==> src/pmpPkg.sv <==
// PMP gate shared definitions
// Widths, privilege and access encodings, and the request, response and config records

package pmpPkg;

  // Physical address width and the width of one PMP address register
  localparam int PaBits = 34;
  localparam int XLen = 32;
  localparam int TagBits = 4;
  localparam int IdxBits = 4;

  // Privilege levels follow the RISC-V encoding, value 2 is reserved
  typedef enum logic [1:0] {
    UMode = 2'd0,
    SMode = 2'd1,
    MMode = 2'd3
  } privModeT;

  typedef enum logic [1:0] {
    Fetch = 2'd0,
    Load  = 2'd1,
    Store = 2'd2
  } accessKindT;

  // Address matching mode held in the A field of a config byte
  typedef enum logic [1:0] {
    Off   = 2'd0,
    Tor   = 2'd1,
    Na4   = 2'd2,
    Napot = 2'd3
  } pmpModeT;

  // Config byte laid out as L, two reserved bits, A, X, W, R
  typedef struct packed {
    logic    lock;
    logic [1:0] rsvd;
    pmpModeT mode;
    logic    x;
    logic    w;
    logic    r;
  } pmpCfgT;

  typedef struct packed {
    logic [PaBits-1:0]  addr;
    accessKindT         kind;
    privModeT           priv;
    logic [TagBits-1:0] tag;
  } accessReqT;

  typedef struct packed {
    logic [TagBits-1:0] tag;
    accessKindT         kind;
    logic               fault;
  } accessRespT;

  // One config port write, the two enables act independently
  typedef struct packed {
    logic               cfgEn;
    logic               adrEn;
    logic [IdxBits-1:0] idx;
    pmpCfgT             cfg;
    logic [XLen-1:0]    adr;
  } cfgWriteT;

endpackage

==> src/pmpAdrDec.sv <==
// PMP single-entry address decoder
// Matches one entry against an address and extends the lowest-match priority chain
`timescale 1ns/10ps

module pmpAdrDec import pmpPkg::*; (
  input  logic [PaBits-1:0] addr,
  input  pmpCfgT            cfg,
  input  logic [XLen-1:0]   adr,
  input  logic [XLen-1:0]   prevAdr,
  input  logic              noLowerMatchIn,
  output logic              match,
  output logic              noLowerMatchOut,
  output logic              active,
  output logic              lockHit,
  output logic              readHit,
  output logic              writeHit,
  output logic              execHit
);

  logic [XLen-1:0] wordAdr;
  logic [XLen-1:0] adrPlusOne;
  logic [XLen-1:0] napotMask;
  logic            torMatch;
  logic            na4Match;
  logic            napotMatch;
  logic            selected;

  // PMP address registers count in 4-byte words
  assign wordAdr = addr[PaBits-1:2];

  // Top of range is exclusive and the base comes from the entry below
  assign torMatch = (prevAdr <= wordAdr) && (wordAdr < adr);

  assign na4Match = (wordAdr == adr);

  // The trailing ones plus the first zero above them are don't-care bits
  // An all-ones address therefore covers the whole space
  assign adrPlusOne = adr + 1'b1;
  assign napotMask = adr ^ adrPlusOne;
  assign napotMatch = ((wordAdr ^ adr) & ~napotMask) == '0;

  always_comb begin
    unique case (cfg.mode)
      Tor:     match = torMatch;
      Na4:     match = na4Match;
      Napot:   match = napotMatch;
      default: match = 1'b0;
    endcase
  end

  assign active = (cfg.mode != Off);

  //////////////////////////////
  // Priority chain
  //////////////////////////////

  // Only the lowest matching entry gets to report its flags
  assign selected = match && noLowerMatchIn;
  assign noLowerMatchOut = noLowerMatchIn && !match;

  assign lockHit = selected && cfg.lock;
  assign readHit = selected && cfg.r;
  assign writeHit = selected && cfg.w;
  assign execHit = selected && cfg.x;

endmodule

==> src/pmpRegFile.sv <==
// PMP register file
// Holds the config bytes and address words and enforces the lock rules on writes
`timescale 1ns/10ps

module pmpRegFile import pmpPkg::*; #(
  parameter int NumEntries = 8
) (
  input  logic            clk,
  input  logic            rstN,
  input  cfgWriteT        cfgWrite,
  output pmpCfgT          pmpCfg [NumEntries],
  output logic [XLen-1:0] pmpAdr [NumEntries]
);

  logic   entryLocked;
  logic   nextTorLocked;
  pmpCfgT cfgClean;

  // Look up the lock state of the target entry and of the one above it
  // Indexes outside the bank find nothing and the write falls through
  always_comb begin
    entryLocked = 1'b0;
    nextTorLocked = 1'b0;
    for (int i = 0; i < NumEntries; i++) begin
      if (cfgWrite.idx == i) begin
        entryLocked = pmpCfg[i].lock;
      end
      // A locked TOR entry also freezes the base address below it
      if (cfgWrite.idx + 1 == i) begin
        nextTorLocked = pmpCfg[i].lock && (pmpCfg[i].mode == Tor);
      end
    end
  end

  // Reserved bits always read back as zero
  always_comb begin
    cfgClean = cfgWrite.cfg;
    cfgClean.rsvd = 2'b00;
  end

  //////////////////////////////
  // Entry storage
  //////////////////////////////

  always_ff @(posedge clk) begin
    if (!rstN) begin
      // All entries come up Off and unlocked
      for (int i = 0; i < NumEntries; i++) begin
        pmpCfg[i] <= '0;
        pmpAdr[i] <= '0;
      end
    end else begin
      for (int i = 0; i < NumEntries; i++) begin
        if (cfgWrite.idx == i) begin
          if (cfgWrite.cfgEn && !entryLocked) begin
            pmpCfg[i] <= cfgClean;
          end
          if (cfgWrite.adrEn && !entryLocked && !nextTorLocked) begin
            pmpAdr[i] <= cfgWrite.adr;
          end
        end
      end
    end
  end

  // Once locked an entry stays frozen until the next reset
  for (genvar i = 0; i < NumEntries; i++) begin : gLockCheck
    assert property (@(posedge clk) disable iff (!rstN)
      pmpCfg[i].lock |=> $stable(pmpCfg[i]) && $stable(pmpAdr[i]));
  end

endmodule

==> src/pmpChecker.sv <==
// PMP checker
// Runs all entry decoders on one access and decides whether it faults
`timescale 1ns/10ps

module pmpChecker import pmpPkg::*; #(
  parameter int NumEntries = 8
) (
  input  accessReqT       req,
  input  pmpCfgT          pmpCfg [NumEntries],
  input  logic [XLen-1:0] pmpAdr [NumEntries],
  output logic            fault
);

  logic [XLen-1:0]       prevAdr [NumEntries];
  logic [NumEntries:0]   noLowerMatch;
  logic [NumEntries-1:0] activeVec;
  logic [NumEntries-1:0] lockVec;
  logic [NumEntries-1:0] readVec;
  logic [NumEntries-1:0] writeVec;
  logic [NumEntries-1:0] execVec;
  logic                  enforce;
  logic                  granted;

  // Nothing sits below entry 0 so the chain starts open
  assign noLowerMatch[0] = 1'b1;

  for (genvar i = 0; i < NumEntries; i++) begin : gEntry
    // TOR base is the address register of the previous entry, zero for entry 0
    if (i == 0) begin : gFirst
      assign prevAdr[i] = '0;
    end else begin : gNext
      assign prevAdr[i] = pmpAdr[i-1];
    end

    pmpAdrDec i_dec (
      .addr            (req.addr),
      .cfg             (pmpCfg[i]),
      .adr             (pmpAdr[i]),
      .prevAdr         (prevAdr[i]),
      .noLowerMatchIn  (noLowerMatch[i]),
      .match           (),
      .noLowerMatchOut (noLowerMatch[i+1]),
      .active          (activeVec[i]),
      .lockHit         (lockVec[i]),
      .readHit         (readVec[i]),
      .writeHit        (writeVec[i]),
      .execHit         (execVec[i])
    );
  end

  // Machine mode only obeys a locked entry, lower modes obey any active bank
  assign enforce = (req.priv == MMode) ? |lockVec : |activeVec;

  always_comb begin
    unique case (req.kind)
      Fetch:   granted = |execVec;
      Load:    granted = |readVec;
      Store:   granted = |writeVec;
      default: granted = 1'b0;
    endcase
  end

  // The chain falls out the top when no entry matched, and a miss grants nothing
  assign fault = enforce && (noLowerMatch[NumEntries] || !granted);

endmodule

==> src/accessQueue.sv <==
// Access request queue
// Circular FIFO sized to the credit pool, fed by the requester and drained by the gate
`timescale 1ns/10ps

module accessQueue import pmpPkg::*; #(
  parameter int QueueDepth = 4
) (
  input  logic      clk,
  input  logic      rstN,
  input  logic      reqValid,
  input  accessReqT reqData,
  input  logic      headPop,
  output logic      headValid,
  output accessReqT headData
);

  localparam int PtrBits = (QueueDepth > 1) ? $clog2(QueueDepth) : 1;
  localparam int CntBits = $clog2(QueueDepth + 1);

  accessReqT          mem [QueueDepth];
  logic [PtrBits-1:0] wrPtr;
  logic [PtrBits-1:0] rdPtr;
  logic [CntBits-1:0] count;

  // Storage carries payload only, validity lives in the count
  always_ff @(posedge clk) begin
    if (reqValid) begin
      mem[wrPtr] <= reqData;
    end
  end

  //////////////////////////////
  // Pointers and occupancy
  //////////////////////////////

  always_ff @(posedge clk) begin
    if (!rstN) begin
      wrPtr <= '0;
      rdPtr <= '0;
      count <= '0;
    end else begin
      if (reqValid) begin
        wrPtr <= (wrPtr == PtrBits'(QueueDepth - 1)) ? '0 : wrPtr + 1'b1;
      end
      if (headPop) begin
        rdPtr <= (rdPtr == PtrBits'(QueueDepth - 1)) ? '0 : rdPtr + 1'b1;
      end
      // Simultaneous push and pop leave the count unchanged
      if (reqValid && !headPop) begin
        count <= count + 1'b1;
      end else if (!reqValid && headPop) begin
        count <= count - 1'b1;
      end
    end
  end

  // Head is valid from the cycle after its push
  assign headValid = (count != '0);
  assign headData = mem[rdPtr];

  // The requester may only push while it holds a credit, so a full queue means misuse
  assert property (@(posedge clk) disable iff (!rstN)
    reqValid |-> count != CntBits'(QueueDepth));

  // The gate must never pop an empty queue
  assert property (@(posedge clk) disable iff (!rstN)
    headPop |-> headValid);

endmodule

==> src/pmpGate.sv <==
// PMP check stage
// Pops the queue head into the response register and hands a credit back per pop
`timescale 1ns/10ps

module pmpGate import pmpPkg::*; (
  input  logic       clk,
  input  logic       rstN,
  input  logic       headValid,
  input  accessReqT  headData,
  input  logic       fault,
  input  logic       respReady,
  output logic       headPop,
  output accessReqT  checkReq,
  output logic       respValid,
  output accessRespT respData,
  output logic       creditReturn
);

  logic outFree;

  // Checker looks at the head directly and answers in the same cycle
  assign checkReq = headData;

  // Output register takes a new item when empty or draining this cycle
  assign outFree = !respValid || respReady;
  assign headPop = headValid && outFree;

  //////////////////////////////
  // Response register
  //////////////////////////////

  always_ff @(posedge clk) begin
    if (!rstN) begin
      respValid <= 1'b0;
      creditReturn <= 1'b0;
    end else begin
      if (headPop) begin
        respValid <= 1'b1;
      end else if (respReady) begin
        respValid <= 1'b0;
      end
      // One credit per freed slot, aligned with the new response
      creditReturn <= headPop;
    end
  end

  always_ff @(posedge clk) begin
    if (headPop) begin
      respData.tag <= headData.tag;
      respData.kind <= headData.kind;
      respData.fault <= fault;
    end
  end

  // A stalled response holds its payload until the receiver takes it
  assert property (@(posedge clk) disable iff (!rstN)
    respValid && !respReady |=> respValid && $stable(respData));

endmodule

==> src/pmpUnit.sv <==
// PMP gate top level
// Ties the register file, request queue, checker and check stage together
`timescale 1ns/10ps

module pmpUnit import pmpPkg::*; #(
  parameter int NumEntries = 8,
  parameter int QueueDepth = 4
) (
  input  logic       clk,
  input  logic       rstN,
  input  cfgWriteT   cfgWrite,
  input  logic       reqValid,
  input  accessReqT  reqData,
  input  logic       respReady,
  output logic       respValid,
  output accessRespT respData,
  output logic       creditReturn
);

  pmpCfgT          pmpCfg [NumEntries];
  logic [XLen-1:0] pmpAdr [NumEntries];
  logic            headValid;
  accessReqT       headData;
  logic            headPop;
  accessReqT       checkReq;
  logic            fault;

  // Entry state changes only through the config port
  pmpRegFile #(
    .NumEntries (NumEntries)
  ) i_regFile (
    .clk      (clk),
    .rstN     (rstN),
    .cfgWrite (cfgWrite),
    .pmpCfg   (pmpCfg),
    .pmpAdr   (pmpAdr)
  );

  accessQueue #(
    .QueueDepth (QueueDepth)
  ) i_queue (
    .clk       (clk),
    .rstN      (rstN),
    .reqValid  (reqValid),
    .reqData   (reqData),
    .headPop   (headPop),
    .headValid (headValid),
    .headData  (headData)
  );

  // Combinational decision on whatever the gate presents
  pmpChecker #(
    .NumEntries (NumEntries)
  ) i_checker (
    .req    (checkReq),
    .pmpCfg (pmpCfg),
    .pmpAdr (pmpAdr),
    .fault  (fault)
  );

  pmpGate i_gate (
    .clk          (clk),
    .rstN         (rstN),
    .headValid    (headValid),
    .headData     (headData),
    .fault        (fault),
    .respReady    (respReady),
    .headPop      (headPop),
    .checkReq     (checkReq),
    .respValid    (respValid),
    .respData     (respData),
    .creditReturn (creditReturn)
  );

endmodule

==> config.mk <==
export PLATFORM = sky130hd
export DESIGN_NAME = pmpUnit
export DESIGN_NICKNAME = d
export VERILOG_FILES = /design/src/pmpPkg.sv /design/src/pmpAdrDec.sv /design/src/pmpRegFile.sv /design/src/pmpChecker.sv /design/src/accessQueue.sv /design/src/pmpGate.sv /design/src/pmpUnit.sv
export SDC_FILE = /design/constraint.sdc
export NUM_CORES = 1
export LEC_CHECK = 0
export ABC_AREA = 1
export ABC_CLOCK_PERIOD_IN_PS = 5100
export BUFFER_PORTS_ARGS = -buffer_cell sky130_fd_sc_hd__buf_4
export CORE_ASPECT_RATIO = 0.8
export CORE_UTILIZATION = 30
export CTS_CLUSTER_SIZE = 25
export DETAILED_ROUTE_END_ITERATION = 7
export GPL_ROUTABILITY_DRIVEN = 0
export SYNTH_ARGS = -nofsm -noshare
export SYNTH_HDL_FRONTEND = slang
export SYNTH_SLANG_ARGS = --single-unit
==> constraint.sdc <==
create_clock -name clk -period 5.1 [get_ports clk]
set_input_delay 1.02 -clock clk [delete_from_list [all_inputs] [get_ports clk]]
set_output_delay 1.02 -clock clk [all_outputs]
set_load 0.005 [all_outputs]
==> metrics.sh <==
SYNTH_FP_NETS=4620
FINAL-HOLD-VIOLATION-COUNT=0
FP.DIEW_MICRONS=357
P_SW_mW=5.90
MOSTFREQUENTLAYOUTCELL='sky130_fd_sc_hd__nand2_1'
ENDPOINT='i_gate.respData[0]$_DFFE_PP_'
WL_PER_CELL_MICRONS=18.9
YOSYS_REGISTER_BITS=482
ANT_NETS=0
GRT_UTIL_ALL_LAYERS_PCT=20.6
TRITONCTS_CLOCK_TREE='built'
OUTCOME='complete, no violations'
HTREE_NUM_LEVELS=2
FRACTION_OF_REGISTERS_WITH_ASYNC_SET_OR_RESET_AFTER_SYNTHESIS_PCT=0
DOMINANT_COMBINATIONAL_CELL_FAMILY_BY_AREA_AFTER_SYNTHESIS='simple AND/OR/NAND/NOR gates'
MAXSLEWVIOLCOUNT=0
CLKTRANSATPATHREGS_NS=0.06
VIAS_IN_THE_FIRST_GLOBAL_ROUTE=26529
CRIT_PATH_CELL_TRACE='buf_12, nand2_1, a32oi_2, inv_1, ha_1, nand2_1, inv_1, nand2_1, nor2_1, nand2_1, nor3_1, nor2_1, nand2_1, a21oi_1, nand2_1, nand4_1, nor2_2, nand3_1, nor2_1, nor2_1, nor2_1, a21oi_1'
GRT_START_MAX_NET_PINS=103
WL_MM=108
WORST_SLACK_NS=0.308
DIE-HEIGHT_MICRONS=286
MAX-CAP-VIOLATIONS=0
MIN-DELAY-PATH-CLASS='reg -> reg'
TIMING.SETUP.CRITICAL_PATH_CLASS='reg -> reg'
DRTITER0DRC=3684
VIA_PER_INST=5.12
PLACEMENT.IO_BUFFERS=96
PLACED_CELL_AREA_SQ_MM=0.0327
INITIAL_CELL_DENSITY_OF_THE_CORE_PCT=30.5
CTS_MAX_PATH_BUFFERS=3
GRT_REMAINING_OVERFLOW=0
NETS=4716
WORST-ENDPOINT-ARRIVAL_NS=5.21
AREAGROWTHSYNTHTOFINISH_PCT=14.5
POST_SYNTH_FA_HA_MAJ_AREA_FRACTION_PCT=11.7
INITIAL_ANTENNA_VIOLATION_COUNT=13
SYNTH.YOSYS.WARNINGS=0
MULTIINPUTGATEAREA_SQ_MM=0.0166
COMBINATIONALPOWERSHARE_PCT=42.4
R2R_END='i_gate.respData[0]$_DFFE_PP_'
NUMBER_OF_FLOPS_MAPPED_TO_ENABLE_CELLS_BY_YOSYS=167
SYNTH.YOSYS.SEQ_AREA_SHARE_PCT=37.4
DP_SLACK_NS=0.0761
NUM_ANTENNA_CELLS=0
XOR_XNOR_CELL_AREA_SHARE_OF_THE_YOSYS_NETLIST_PCT=0.0579
R2R_SETUP_SLACK_NS=0.31
TIMING.CRITICAL_PATH.SLOWEST_STAGE_CELL='sky130_fd_sc_hd__ha_1'
PWR-SHARE-SEQ_PCT=29.3
SETUP_VIOLATIONS=0
CORE.ROWCOUNT=103
CP_MAX_FO=78
DIE_AREA_SQ_MM=0.102
COUNT_OF_TRITONROUTE_ITERATIONS_IN_THE_FIRST_ROUTING_PASS=8
POWER.STATIC_LEAKAGE_nW=13.8
FINAL_CELL_AREA_SQ_MM=0.0346
IO_PINS=101
TIMING.FINAL.CRIT_PERIOD_NS=4.79
INTERNAL_POWER_mW=8.60
POST_SYNTH_MUX_AREA_SHARE_PCT=0
CLK-INSERTION-DELAY-LATE_NS=0.67
FMAX_GHz=0.209
DR_TOTAL_VIAS=29166
MAX_SLEW_MARGIN_PCT=28.9
PERIOD_SHARE_PCT=94.0
YOSYSUNIQUECELLTYPES=49
COUNT_OF_CLOCK_TREE_SINKS=482
CRITPATHLAUNCHTYPE='flop'
ROOT_DRIVER='sky130_fd_sc_hd__clkbuf_16'
GLOBAL_ROUTE_WIRE_LENGTH_BEFORE_REPAIR_MM=161
PWR-SHARE-CLK_PCT=28.3
CRITPATHCAPTURETYPE='flop'
SEQ_AREA_SQ_MM=0.0113
NETLIST_AREA_SQ_MM=0.0302
TRITONCTS.NUM_BUFFERS=55
CRITPATHMOSTFREQUENTCELL='sky130_fd_sc_hd__nand2_1'
DRC=0
SYNTH_COMPOUND_GATE_AREA_SHARE_PCT=15.0
SW_FRAC_OF_TOTAL_PCT=40.7
FINAL_CELL_MIX='sky130_fd_sc_hd__nand2_1, sky130_fd_sc_hd__a21oi_1, sky130_fd_sc_hd__inv_1, sky130_fd_sc_hd__nor2_1, sky130_fd_sc_hd__dfxtp_1'
N_FILL_CELL=10428
PLACE_HPWL_MM=79.3
FF2FF_PATH_DEPTH=22
WORSTMARGINPINSLEW_NS=1.07
POWER.DENSITY_mW_PER_MM2=419
SYNTH-MAIN-FF-CELL='sky130_fd_sc_hd__dfxtp_1'
SYNTH-SIMPLE-AREA-SHARE_PCT=28.0
AREA_OF_THE_CORE_SQ_MM=0.0992
CRITPATHMAXSTAGEDELAY_NS=0.43
FINAL.SETUP_SKEW_NS=0.0560
SYN_INST=4245
FINAL_LAYOUT_SIZE_SUFFIX_GT1_SHARE_PCT=7.07
IR_WORST_VDD_mV=0.316
REQUIRED_TIME_OF_THE_WORST_SETUP_PATH_NS=5.51
SYN_AREA_PER_CELL_SQ_UM=7.12
what timing repair did:
action                                  in CTS  in global routing
hold buffers                                 0                  0
gates resized for setup                      0                 16
setup buffers                                0                  1
endpoints found under the setup margin       0                  1
cells in the mapped netlist (all sizes together) (3+ instances only):
master,n,area [sq um]
nand3,266,1350
ha,282,3530
nand3b,13,97.6
edfxtp,167,5010
nor2,447,1690
o21bai,29,221
inv,485,1820
o21a,14,105
and3,6,37.5
a21oi,474,2370
nor4,16,100
a31oi,6,37.5
nand4,97,607
dfxtp,315,6310
nor3,81,417
a32oi,33,289
buf,22,103
o21ai,233,1170
clkbuf,109,409
o211ai,6,45.0
or2,9,56.3
nand2,1083,4070
o22ai,15,93.8
o2111ai,3,26.3
a21o,10,75.1
and2,7,43.8
flip-flops by register name, summed over array words and instances (netlist names), 2 cells and up, named ones only:
name	count
i_regFile.pmpAdr	256
i_queue.mem	160
i_regFile.pmpCfg	48
i_gate.respData	7
i_queue.count	3
i_queue.rdPtr	2
i_queue.wrPtr	2
layer usage:
metal,vias up,track usage [%],part of all wire [%]
met3,162,5.94,11
met2,1194,30.6,42
met4,4,5.89,2.8
met1,13355,28.6,45
li1,14451,-,-
met5,-,0,0.025
how the worst min path moves through the flow:
| stage | from | endpoint | cells after the start |
|---|---|---|---|
| finish | i_regFile.pmpCfg[41]$_SDFFE_PN0P_ | i_regFile.pmpCfg[41]$_SDFFE_PN0P_ | 2 |
| global route | i_regFile.pmpCfg[33]$_SDFFE_PN0P_ | i_regFile.pmpCfg[33]$_SDFFE_PN0P_ | 2 |
| CTS | i_regFile.pmpCfg[18]$_SDFFE_PN0P_ | i_regFile.pmpCfg[18]$_SDFFE_PN0P_ | 2 |
| detailed placement | i_regFile.pmpCfg[18]$_SDFFE_PN0P_ | i_regFile.pmpCfg[18]$_SDFFE_PN0P_ | 2 |
| global placement | i_regFile.pmpCfg[41]$_SDFFE_PN0P_ | i_regFile.pmpCfg[41]$_SDFFE_PN0P_ | 2 |
| floorplan | i_regFile.pmpCfg[0]$_SDFFE_PN0P_ | i_regFile.pmpCfg[0]$_SDFFE_PN0P_ | 2 |
through the flow:
stage / hold slack (ns) / std cells / total power [mW] / util (%) / TNS (ns)
after floorplan: 0.430 / 4245 / 8.03 / - / 0
after global placement: 0.445 / 5595 / 10.2 / 33.0 / 0
after detailed placement: 0.449 / 5595 / 10.3 / 33.0 / 0
after CTS: 0.458 / 5698 / 14.4 / 34.8 / 0
after global routing: 0.480 / 5699 / 15.4 / 34.9 / -0.00409
final: 0.460 / 5699 / 14.5 / 34.9 / 0
critical path: cells and delay by family, from the launching register on:
kind | cells | cell delay, ns
buf+inv | 3 | 0.70
compound gates | 3 | 0.54
fa+ha+maj | 1 | 0.43
simple gates | 15 | 2.43
flops | 1 | 0.36
area by class of cell:
cell class                 count  share of cell area (%)
clock buffer                  70                    4.25
clock inverter                33                    1.13
inverter                     486                    5.30
multi-input combinational   3146                    48.0
sequential                   482                    32.7
tap                         1312                    4.74
timing repair buffer         170                    3.83
cell families (layout without fill, tap and decap cells):
| logic type | after synthesis | after routing |
|---|---|---|
| and+or+nand+nor | 2027 | 2027 |
| AOI/OAI and AO/OA | 834 | 834 |
| buffers and inverters | 617 | 759 |
| DFF | 482 | 482 |
| adders and majority gates | 283 | 283 |
| xor gates and xnor gates | 2 | 2 |
power by group through the flow:
stage,registers (mW),logic (mW),clock network [mW]
finish,4.24,6.15,4.11
global route,4.26,6.78,4.33
detailed placement,4.32,5.96,0
CTS,4.24,6.00,4.18
floorplan,4.31,3.73,0
global placement,4.32,5.87,0
Power figures use the tool's default switching activity.
